===== config.mk =====
export PLATFORM = sky130hd
export DESIGN_NAME = wei_cfg_top
export DESIGN_NICKNAME = d
export VERILOG_FILES = /design/src/common/wei_pkg.sv /design/src/design/pec_wei_bank.sv /design/src/design/wei_cfg_top.sv /design/src/design/wei_ctrl.sv /design/src/design/wei_gbf/wei_gbf.sv
export SDC_FILE = /design/constraint.sdc
export NUM_CORES = 1
export LEC_CHECK = 0
export BUFFER_PORTS_ARGS = -buffer_cell sky130_fd_sc_hd__buf_2
export CAP_MARGIN = 0
export CORE_ASPECT_RATIO = 1.4
export CORE_UTILIZATION = 53
export CTS_CLUSTER_SIZE = 20
export DETAILED_ROUTE_END_ITERATION = 8
export GPL_ROUTABILITY_DRIVEN = 0
export PLACE_DENSITY = 0.79
export SYNTH_ARGS = -nofsm -noshare
export SYNTH_HDL_FRONTEND = slang
export SYNTH_SLANG_ARGS = --single-unit

===== constraint.sdc =====
create_clock -name clk -period 2.1 [get_ports clk]
set_clock_uncertainty 0.15 [all_clocks]
set_input_delay 0.21 -clock clk [delete_from_list [all_inputs] [get_ports clk]]
set_output_delay 0.21 -clock clk [all_outputs]
set_load 0.02 [all_outputs]

===== src/common/wei_pkg.sv =====
// Shared sizes and FSM states; NUM_PEC may go up to 48, and GBF_DEPTH must cover NUM_PEC plus PIPE_DEPTH words
package wei_pkg;

    // ======================================================================
    // Array and buffer sizes
    // ======================================================================

    // PE clusters loaded per configuration run
    localparam int unsigned NUM_PEC = 8;
    // Index width for one PEC
    localparam int unsigned PEC_ID_W = $clog2(NUM_PEC);
    // Index of the final PEC, ends a run
    localparam logic [PEC_ID_W-1:0] LAST_PEC = PEC_ID_W'(NUM_PEC - 1);

    // One weight word
    localparam int unsigned WEI_W = 16;

    // Global weight buffer words
    localparam int unsigned GBF_DEPTH = 16;
    // Buffer address width
    localparam int unsigned GBF_AW = $clog2(GBF_DEPTH);

    // Read pipeline stages, also the number of priming fetches
    localparam int unsigned PIPE_DEPTH = 3;

    // ======================================================================
    // Controller states
    // ======================================================================

    // Bit 2 set on every priming state
    // Priming states walk a Gray-like path toward GETWEI
    typedef enum logic [2:0] {
        IDLE     = 3'b000,
        PREPIPE1 = 3'b100,
        PREPIPE2 = 3'b101,
        PREPIPE3 = 3'b111,
        GETWEI   = 3'b010
    } ctrl_state_e;

endpackage


===== src/design/pec_wei_bank.sv =====
// Weight capture only; pec_busy stalls every slot at once and no PEC arithmetic is modelled
module pec_wei_bank (
    input  logic                                  clk,
    input  logic                                  rst_n,
    input  logic [wei_pkg::NUM_PEC-1:0]           rdy_wei,
    // Back-pressure level shared by all slots
    input  logic                                  pec_busy,
    // Shared weight bus from the buffer
    input  logic [wei_pkg::WEI_W-1:0]             gbf_wei,
    output logic [wei_pkg::NUM_PEC-1:0]           get_wei,
    output logic [wei_pkg::NUM_PEC-1:0]           pec_load,
    output logic [wei_pkg::NUM_PEC*wei_pkg::WEI_W-1:0] pec_wei
);

    // Captured weight per PEC
    logic [wei_pkg::WEI_W-1:0] slot_wei [wei_pkg::NUM_PEC];

    // ======================================================================
    // Take strobe
    // ======================================================================

    // Slot answers right away unless the bank is stalled
    assign get_wei = rdy_wei & {wei_pkg::NUM_PEC{~pec_busy}};

    // ======================================================================
    // Capture registers
    // ======================================================================

    always_ff @(posedge clk or negedge rst_n) begin
        if (!rst_n) begin
            for (int i = 0; i < wei_pkg::NUM_PEC; i++) begin
                slot_wei[i] <= '0;
            end
        end else begin
            for (int i = 0; i < wei_pkg::NUM_PEC; i++) begin
                if (get_wei[i]) begin
                    slot_wei[i] <= gbf_wei;
                end
            end
        end
    end

    // Load strobe marks the cycle the new word is visible
    always_ff @(posedge clk or negedge rst_n) begin
        if (!rst_n) begin
            pec_load <= '0;
        end else begin
            pec_load <= get_wei;
        end
    end

    // PEC 0 in the low slice
    always_comb begin
        for (int i = 0; i < wei_pkg::NUM_PEC; i++) begin
            pec_wei[i*wei_pkg::WEI_W +: wei_pkg::WEI_W] = slot_wei[i];
        end
    end

endmodule


===== src/design/wei_cfg_top.sv =====
// Buffer contents must be written before start; a start during a run is ignored
module wei_cfg_top (
    input  logic                                       clk,
    input  logic                                       rst_n,
    // Buffer write port
    input  logic                                       wr_en,
    input  logic [wei_pkg::GBF_AW-1:0]                 wr_addr,
    input  logic [wei_pkg::WEI_W-1:0]                  wr_data,
    // Run control
    input  logic                                       start,
    input  logic                                       pec_busy,
    // PEC side
    output logic [wei_pkg::NUM_PEC*wei_pkg::WEI_W-1:0] pec_wei,
    output logic [wei_pkg::NUM_PEC-1:0]                pec_load,
    output logic                                       done
);

    // ======================================================================
    // Internal strobes and data
    // ======================================================================

    logic                          fetch;
    logic                          restart;
    logic                          gbf_rdy;
    logic [wei_pkg::WEI_W-1:0]     gbf_wei;
    logic [wei_pkg::NUM_PEC-1:0]   rdy_wei;
    logic [wei_pkg::NUM_PEC-1:0]   get_wei;

    // Weight buffer with fetch pipeline
    wei_gbf gbf_i (
        .clk     (clk),
        .rst_n   (rst_n),
        .wr_en   (wr_en),
        .wr_addr (wr_addr),
        .wr_data (wr_data),
        .fetch   (fetch),
        .restart (restart),
        .gbf_wei (gbf_wei),
        .gbf_rdy (gbf_rdy)
    );

    // Configuration sequencer
    wei_ctrl ctrl_i (
        .clk     (clk),
        .rst_n   (rst_n),
        .start   (start),
        .gbf_rdy (gbf_rdy),
        .get_wei (get_wei),
        .rdy_wei (rdy_wei),
        .fetch   (fetch),
        .restart (restart),
        .done    (done)
    );

    // PEC weight registers
    pec_wei_bank bank_i (
        .clk      (clk),
        .rst_n    (rst_n),
        .rdy_wei  (rdy_wei),
        .pec_busy (pec_busy),
        .gbf_wei  (gbf_wei),
        .get_wei  (get_wei),
        .pec_load (pec_load),
        .pec_wei  (pec_wei)
    );

endmodule


===== src/design/wei_ctrl.sv =====
// Start is ignored outside IDLE; done pulses with the load strobe of the last PEC
module wei_ctrl (
    input  logic                         clk,
    input  logic                         rst_n,
    input  logic                         start,
    // Last buffer stage holds a word
    input  logic                         gbf_rdy,
    // Capture strobes back from the PEC bank
    input  logic [wei_pkg::NUM_PEC-1:0]  get_wei,
    output logic [wei_pkg::NUM_PEC-1:0]  rdy_wei,
    output logic                         fetch,
    output logic                         restart,
    output logic                         done
);

    wei_pkg::ctrl_state_e state;
    wei_pkg::ctrl_state_e next_state;

    // PEC currently being offered a word
    logic [wei_pkg::PEC_ID_W-1:0] pec_idx;

    logic priming;
    logic handoff;
    logic last_pec;

    // ======================================================================
    // Strobes
    // ======================================================================

    assign priming = (state == wei_pkg::PREPIPE1) || (state == wei_pkg::PREPIPE2) ||
                     (state == wei_pkg::PREPIPE3);

    // A word leaves stage 3 when a ready PEC takes it
    assign handoff  = (|rdy_wei) && (|get_wei);
    assign fetch    = priming || handoff;
    assign restart  = (state == wei_pkg::IDLE) && start;
    assign last_pec = (pec_idx == wei_pkg::LAST_PEC);

    // ======================================================================
    // State machine
    // ======================================================================

    always_comb begin
        next_state = state;
        case (state)
            wei_pkg::IDLE: begin
                if (start) begin
                    next_state = wei_pkg::PREPIPE1;
                end
            end
            wei_pkg::PREPIPE1: next_state = wei_pkg::PREPIPE2;
            wei_pkg::PREPIPE2: next_state = wei_pkg::PREPIPE3;
            wei_pkg::PREPIPE3: next_state = wei_pkg::GETWEI;
            wei_pkg::GETWEI: begin
                // Run ends once the last PEC takes its word
                if (handoff && last_pec) begin
                    next_state = wei_pkg::IDLE;
                end
            end
            default: next_state = wei_pkg::IDLE;
        endcase
    end

    always_ff @(posedge clk or negedge rst_n) begin
        if (!rst_n) begin
            state <= wei_pkg::IDLE;
        end else begin
            state <= next_state;
        end
    end

    // ======================================================================
    // PEC index, ready vector, done
    // ======================================================================

    // Advances per handoff, wraps back to PEC 0 at the end
    always_ff @(posedge clk or negedge rst_n) begin
        if (!rst_n) begin
            pec_idx <= '0;
        end else if (restart) begin
            pec_idx <= '0;
        end else if (fetch && state == wei_pkg::GETWEI) begin
            pec_idx <= last_pec ? '0 : pec_idx + 1'b1;
        end
    end

    // Cleared after any get, so one idle cycle between PECs
    always_ff @(posedge clk or negedge rst_n) begin
        if (!rst_n) begin
            rdy_wei <= '0;
        end else if (|get_wei) begin
            rdy_wei <= '0;
        end else if (state == wei_pkg::GETWEI && gbf_rdy) begin
            rdy_wei <= {{(wei_pkg::NUM_PEC-1){1'b0}}, 1'b1} << pec_idx;
        end
    end

    always_ff @(posedge clk or negedge rst_n) begin
        if (!rst_n) begin
            done <= 1'b0;
        end else begin
            done <= (state == wei_pkg::GETWEI) && handoff && last_pec;
        end
    end

    // ======================================================================
    // Checks
    // ======================================================================

    a_rdy_onehot : assert property (
        @(posedge clk) disable iff (!rst_n) $onehot0(rdy_wei)
    ) else $error("rdy_wei has more than one bit set");

    // Bank may only answer the PEC that was offered a word
    a_get_in_rdy : assert property (
        @(posedge clk) disable iff (!rst_n) (get_wei & ~rdy_wei) == '0
    ) else $error("get_wei set outside rdy_wei");

endmodule


===== src/design/wei_gbf/wei_gbf.sv =====
// Buffer read address wraps at GBF_DEPTH; writes during a run may or may not be seen by pending fetches
module wei_gbf (
    input  logic                         clk,
    input  logic                         rst_n,
    // External write port
    input  logic                         wr_en,
    input  logic [wei_pkg::GBF_AW-1:0]   wr_addr,
    input  logic [wei_pkg::WEI_W-1:0]    wr_data,
    // Controller strobes
    input  logic                         fetch,
    input  logic                         restart,
    // Word at the last pipeline stage
    output logic [wei_pkg::WEI_W-1:0]    gbf_wei,
    output logic                         gbf_rdy
);

    // ======================================================================
    // Storage and read state
    // ======================================================================

    // Weight memory
    logic [wei_pkg::WEI_W-1:0] mem [wei_pkg::GBF_DEPTH];

    // Next address to pull into stage 1
    logic [wei_pkg::GBF_AW-1:0] rd_addr;

    // Stage 0 of the arrays is pipeline stage 1
    logic [wei_pkg::WEI_W-1:0] pipe_data [wei_pkg::PIPE_DEPTH];
    logic [wei_pkg::PIPE_DEPTH-1:0] pipe_vld;

    // ======================================================================
    // Memory write
    // ======================================================================

    always_ff @(posedge clk) begin
        if (wr_en) begin
            mem[wr_addr] <= wr_data;
        end
    end

    // ======================================================================
    // Read address counter
    // ======================================================================

    // Restart rewinds to word 0 for a fresh run
    always_ff @(posedge clk or negedge rst_n) begin
        if (!rst_n) begin
            rd_addr <= '0;
        end else if (restart) begin
            rd_addr <= '0;
        end else if (fetch) begin
            rd_addr <= rd_addr + 1'b1;
        end
    end

    // ======================================================================
    // Fetch pipeline
    // ======================================================================

    // Valid bits shift with fetch only
    // Restart drops any words left from an earlier run
    always_ff @(posedge clk or negedge rst_n) begin
        if (!rst_n) begin
            pipe_vld <= '0;
        end else if (restart) begin
            pipe_vld <= '0;
        end else if (fetch) begin
            pipe_vld <= {pipe_vld[wei_pkg::PIPE_DEPTH-2:0], 1'b1};
        end
    end

    // Data path moves in lockstep with the valid bits
    always_ff @(posedge clk) begin
        if (fetch) begin
            pipe_data[0] <= mem[rd_addr];
            for (int i = 1; i < wei_pkg::PIPE_DEPTH; i++) begin
                pipe_data[i] <= pipe_data[i-1];
            end
        end
    end

    // Last stage doubles as the weight distributor
    assign gbf_wei = pipe_data[wei_pkg::PIPE_DEPTH-1];
    assign gbf_rdy = pipe_vld[wei_pkg::PIPE_DEPTH-1];

    // Restart only comes from IDLE, fetch never does
    a_fetch_restart_excl : assert property (
        @(posedge clk) disable iff (!rst_n) !(fetch && restart)
    ) else $error("fetch and restart high in the same cycle");

endmodule


==> results by group <==
Synthesis
  • Syn Nets: 917
  • Ys flop type: edfxtp_1
  • Synthesized area: roughly 17000 sq um
  • Post-synth EDFFs: 304
  • Register area share after synthesis: approximately three quarters
  • Syn avg cell area: a little under 20 sq um
  • Flops & latches, synth: 462
  • Ys async rst share: 34.2%
  • Yosys warns: 0
  • Mapped Cells: 885
  • Distinct cells, synth: 37

Layout
  • Area grow syn2layout: 20.0%
  • Most frequent cells in the layout: 304 x edfxtp_1, 160 x buf_2, 155 x dfrtp_1
  • Post-route design area: 20800 sq um
  • # nets final: between 1000 and 1500
  • ANT cells: 0
  • Most common cell after layout, fill and taps aside: edfxtp_1
  • Layout cell share with drive strength beyond 1: a little over two fifths
  • Fillers: 2113

CTS
  • Clk_lat worst skew: about 550 ps
  • Clock Tree Buf Depth: 3
  • Sink Count: 462
  • CTS Buf Count: 41
  • CTS clk-pin slew, worst paths: 60 ps
  • Root Buffer: clkbuf_16
  • CTS H-tree depth: 2
  • TritonCTS clock tree: done

Worst hold path
  • Hold Crit Class: in2async

Routing
  • WL/cell: 22.6 microns
  • DR DRC count: 0
  • Antenna violation net count after detailed routing: 0
  • Vias: 9019
  • Vias per inst: 5.63
  • Total Wirelength: 36.2 mm
  • DR iter-0 viols: 593
  • DRT Pass-1 Iters: 5

STA
  • Fin crit share: 99.2%
  • Final Hold Viols: 0
  • Final Max Tran Viols: 0
  • Setup TNS Final: 0 ps
  • Max Fclk: 480 MHz
  • RSZ-0062 raised after global routing: true
  • Finish-stage setup viols: 0
  • Worst-Margin Slew: ~510 ps
  • Final Critical Period: 2080 ps
  • Max-slew headroom: 65.7%
  • Worst hold margin: around 18 ps

Critical path
  • Worst path slowest cell: mux4_2
  • Maximum fanout along the worst path: 16
  • Sequence of cells on the critical path: buf_12 > mux4_2 > nor2b_2 > a211oi_2 > a21oi_1
  • WP data arrival: about 2200 ps
  • Crit end category: register
  • CP required: 2220 ps
  • Max stage delay on crit path: 500 ps
  • Crit path kind: reg2reg
  • Critical Path Start Type: register

Place
  • Port Buffers: 161
  • HPWL after detailed placement: ~22 mm
  • Post-DP Area: around 19000 sq um

Global routing
  • GRT Overall Usage: 22.2%
  • GRT Residual Overflow: 0
  • Largest net degree at the start of global routing: 50
  • Initial antenna violation count: 0
  • Number of global-route vias before repair: 9360
  • First-pass GRT wire length: 55.0 mm

Floorplan
  • Site row count: 78
  • Core Area: 32300 sq um
  • Starting Density: between 50% and 60%
  • Total I/O pin count: 162
  • Die area: 33500 sq um
  • Die height: 216 microns
  • Die width: around 150 microns

Power
  • Pwr dens: between 1000 and 1500 nW/um^2
  • Max VDD drop: 0.755 mV
  • Pleak: 0.00768 uW

Flow run
  • Max-Cap Viols: 0

Run status
  • Outcome: finished clean
[path summary, 6_finish.rpt]
| check | depth (start not counted) | slack [ps] | start | to |
|---|---|---|---|---|
| setup / recovery | 5 | 20 | gbf_i.rd_addr[0] | gbf_i.pipe_data[0][12] |
| hold / removal | 2 | 20 | rst_n | bank_i.pec_wei[63] |
| setup reg to reg | 5 | 20 | gbf_i.rd_addr[0] | gbf_i.pipe_data[0][12] |
| hold reg to reg | 0 | 260 | gbf_i.pipe_data[0][0] | gbf_i.pipe_data[0][16] |
| max in group asynchronous | 3 | 1150 | rst_n | gbf_i.rd_addr[0] |
| min in group clk | 3 | 40 | pec_busy | bank_i.pec_load[0] |
[per-stage QoR]
stage	total power (uW)	std cells	setup WS [ps]	util, %
after floorplan	17900	885	0.938	-
after global routing	30200	1602	-25.9	64.5
after CTS	29000	1590	-20.7	64.1
after global placement	20900	1493	24.9	59.1
final	29000	1602	16.8	64.5
after detailed placement	21200	1493	13.1	59.1
[layout make-up]
| type | count | area [sq um] | share of cell area, % |
|---|---|---|---|
| clock buffers | 55 | 1160 | 5.57 |
| multi-input cells | 366 | 4060 | 19.5 |
| clock inverters | 21 | 231 | 1.11 |
| well taps | 440 | 551 | 2.64 |
| repair buffers | 246 | 1690 | 8.10 |
| inverters | 12 | 47.5 | 0.228 |
| flip-flops and latches | 462 | 13100 | 62.9 |
[registers in the layout (all words and copies together), names as in the netlist]
register / cells
bank_i.pec_load: 8
gbf_i.mem: 256
gbf_i.rd_addr: 4
ctrl_i.rdy_wei: 8
ctrl_i.pec_idx: 3
bank_i.pec_wei: 128
gbf_i.pipe_data: 48
gbf_i.pipe_vld: 3
ctrl_i.done: 1
ctrl_i.state: 3
[timing repair]
item,4_1_cts,5_1_grt
hold buffers,18,0
endpoints found under the hold margin,415,0
cloned,0,0
pin swaps,0,1
setup endpoints to repair,5,13
setup buffers,3,12
gates resized for setup,1,6
[power breakdown]
group	internal [uW]	switching [uW]	leakage, uW
Sequential	11900	1280	0.00458
Clock	4410	3200	0.000694
Combinational	3790	4420	0.00240
[routing by layer]
metal / share of wire, % / wire length [microns] / track usage [%] / vias to the layer above
li1: - / - / - / 3924
met1: 37 / 13400 / 26.3 / 4658
met2: 54 / 19500 / 40.2 / 352
met3: 6.0 / 2180 / 4.26 / 85
met4: 3.1 / 1120 / 7.85 / 0
met5: 0 / 0 / 0 / -
[worst max-delay path: cells and delay by family (launching register included)]
| family | cells | cell delay [ps] |
|---|---|---|
| muxes | 1 | 500 |
| DFF | 1 | 490 |
| AOI/OAI and AO/OA | 2 | 300 |
| buffers and inverters | 1 | 200 |
| and+or+nand+nor | 1 | 170 |
[synthesized netlist by cell type, types with 2 or more instances]
library cell / number / area share, %
a211oi_1: 16 / 0.69
o21ai_0: 3 / 0.087
ha_1: 7 / 0.50
clkbuf_1: 21 / 0.45
nor2_1: 14 / 0.30
nor3_1: 6 / 0.17
nor2b_1: 18 / 0.65
dfrtp_1: 158 / 23
edfxtp_1: 304 / 53
buf_1: 3 / 0.065
mux4_2: 64 / 8.3
mux2_2: 128 / 8.3
nand4_1: 3 / 0.11
nand3b_1: 2 / 0.087
mux2i_1: 21 / 1.2
buf_4: 4 / 0.17
buf_2: 16 / 0.46
nand2b_1: 14 / 0.50
nand2_1: 22 / 0.48
nand3_1: 9 / 0.26
inv_1: 11 / 0.24
a21oi_1: 26 / 0.75
[kinds of logic after synthesis]
logic type	share of synthesized area (%)
fa+ha+maj	0.505
simple gates	2.83
mux	17.8
flops	75.4
compound gates	1.93
buf+inv	1.48
No activity file was read; power rests on OpenSTA's default activity.
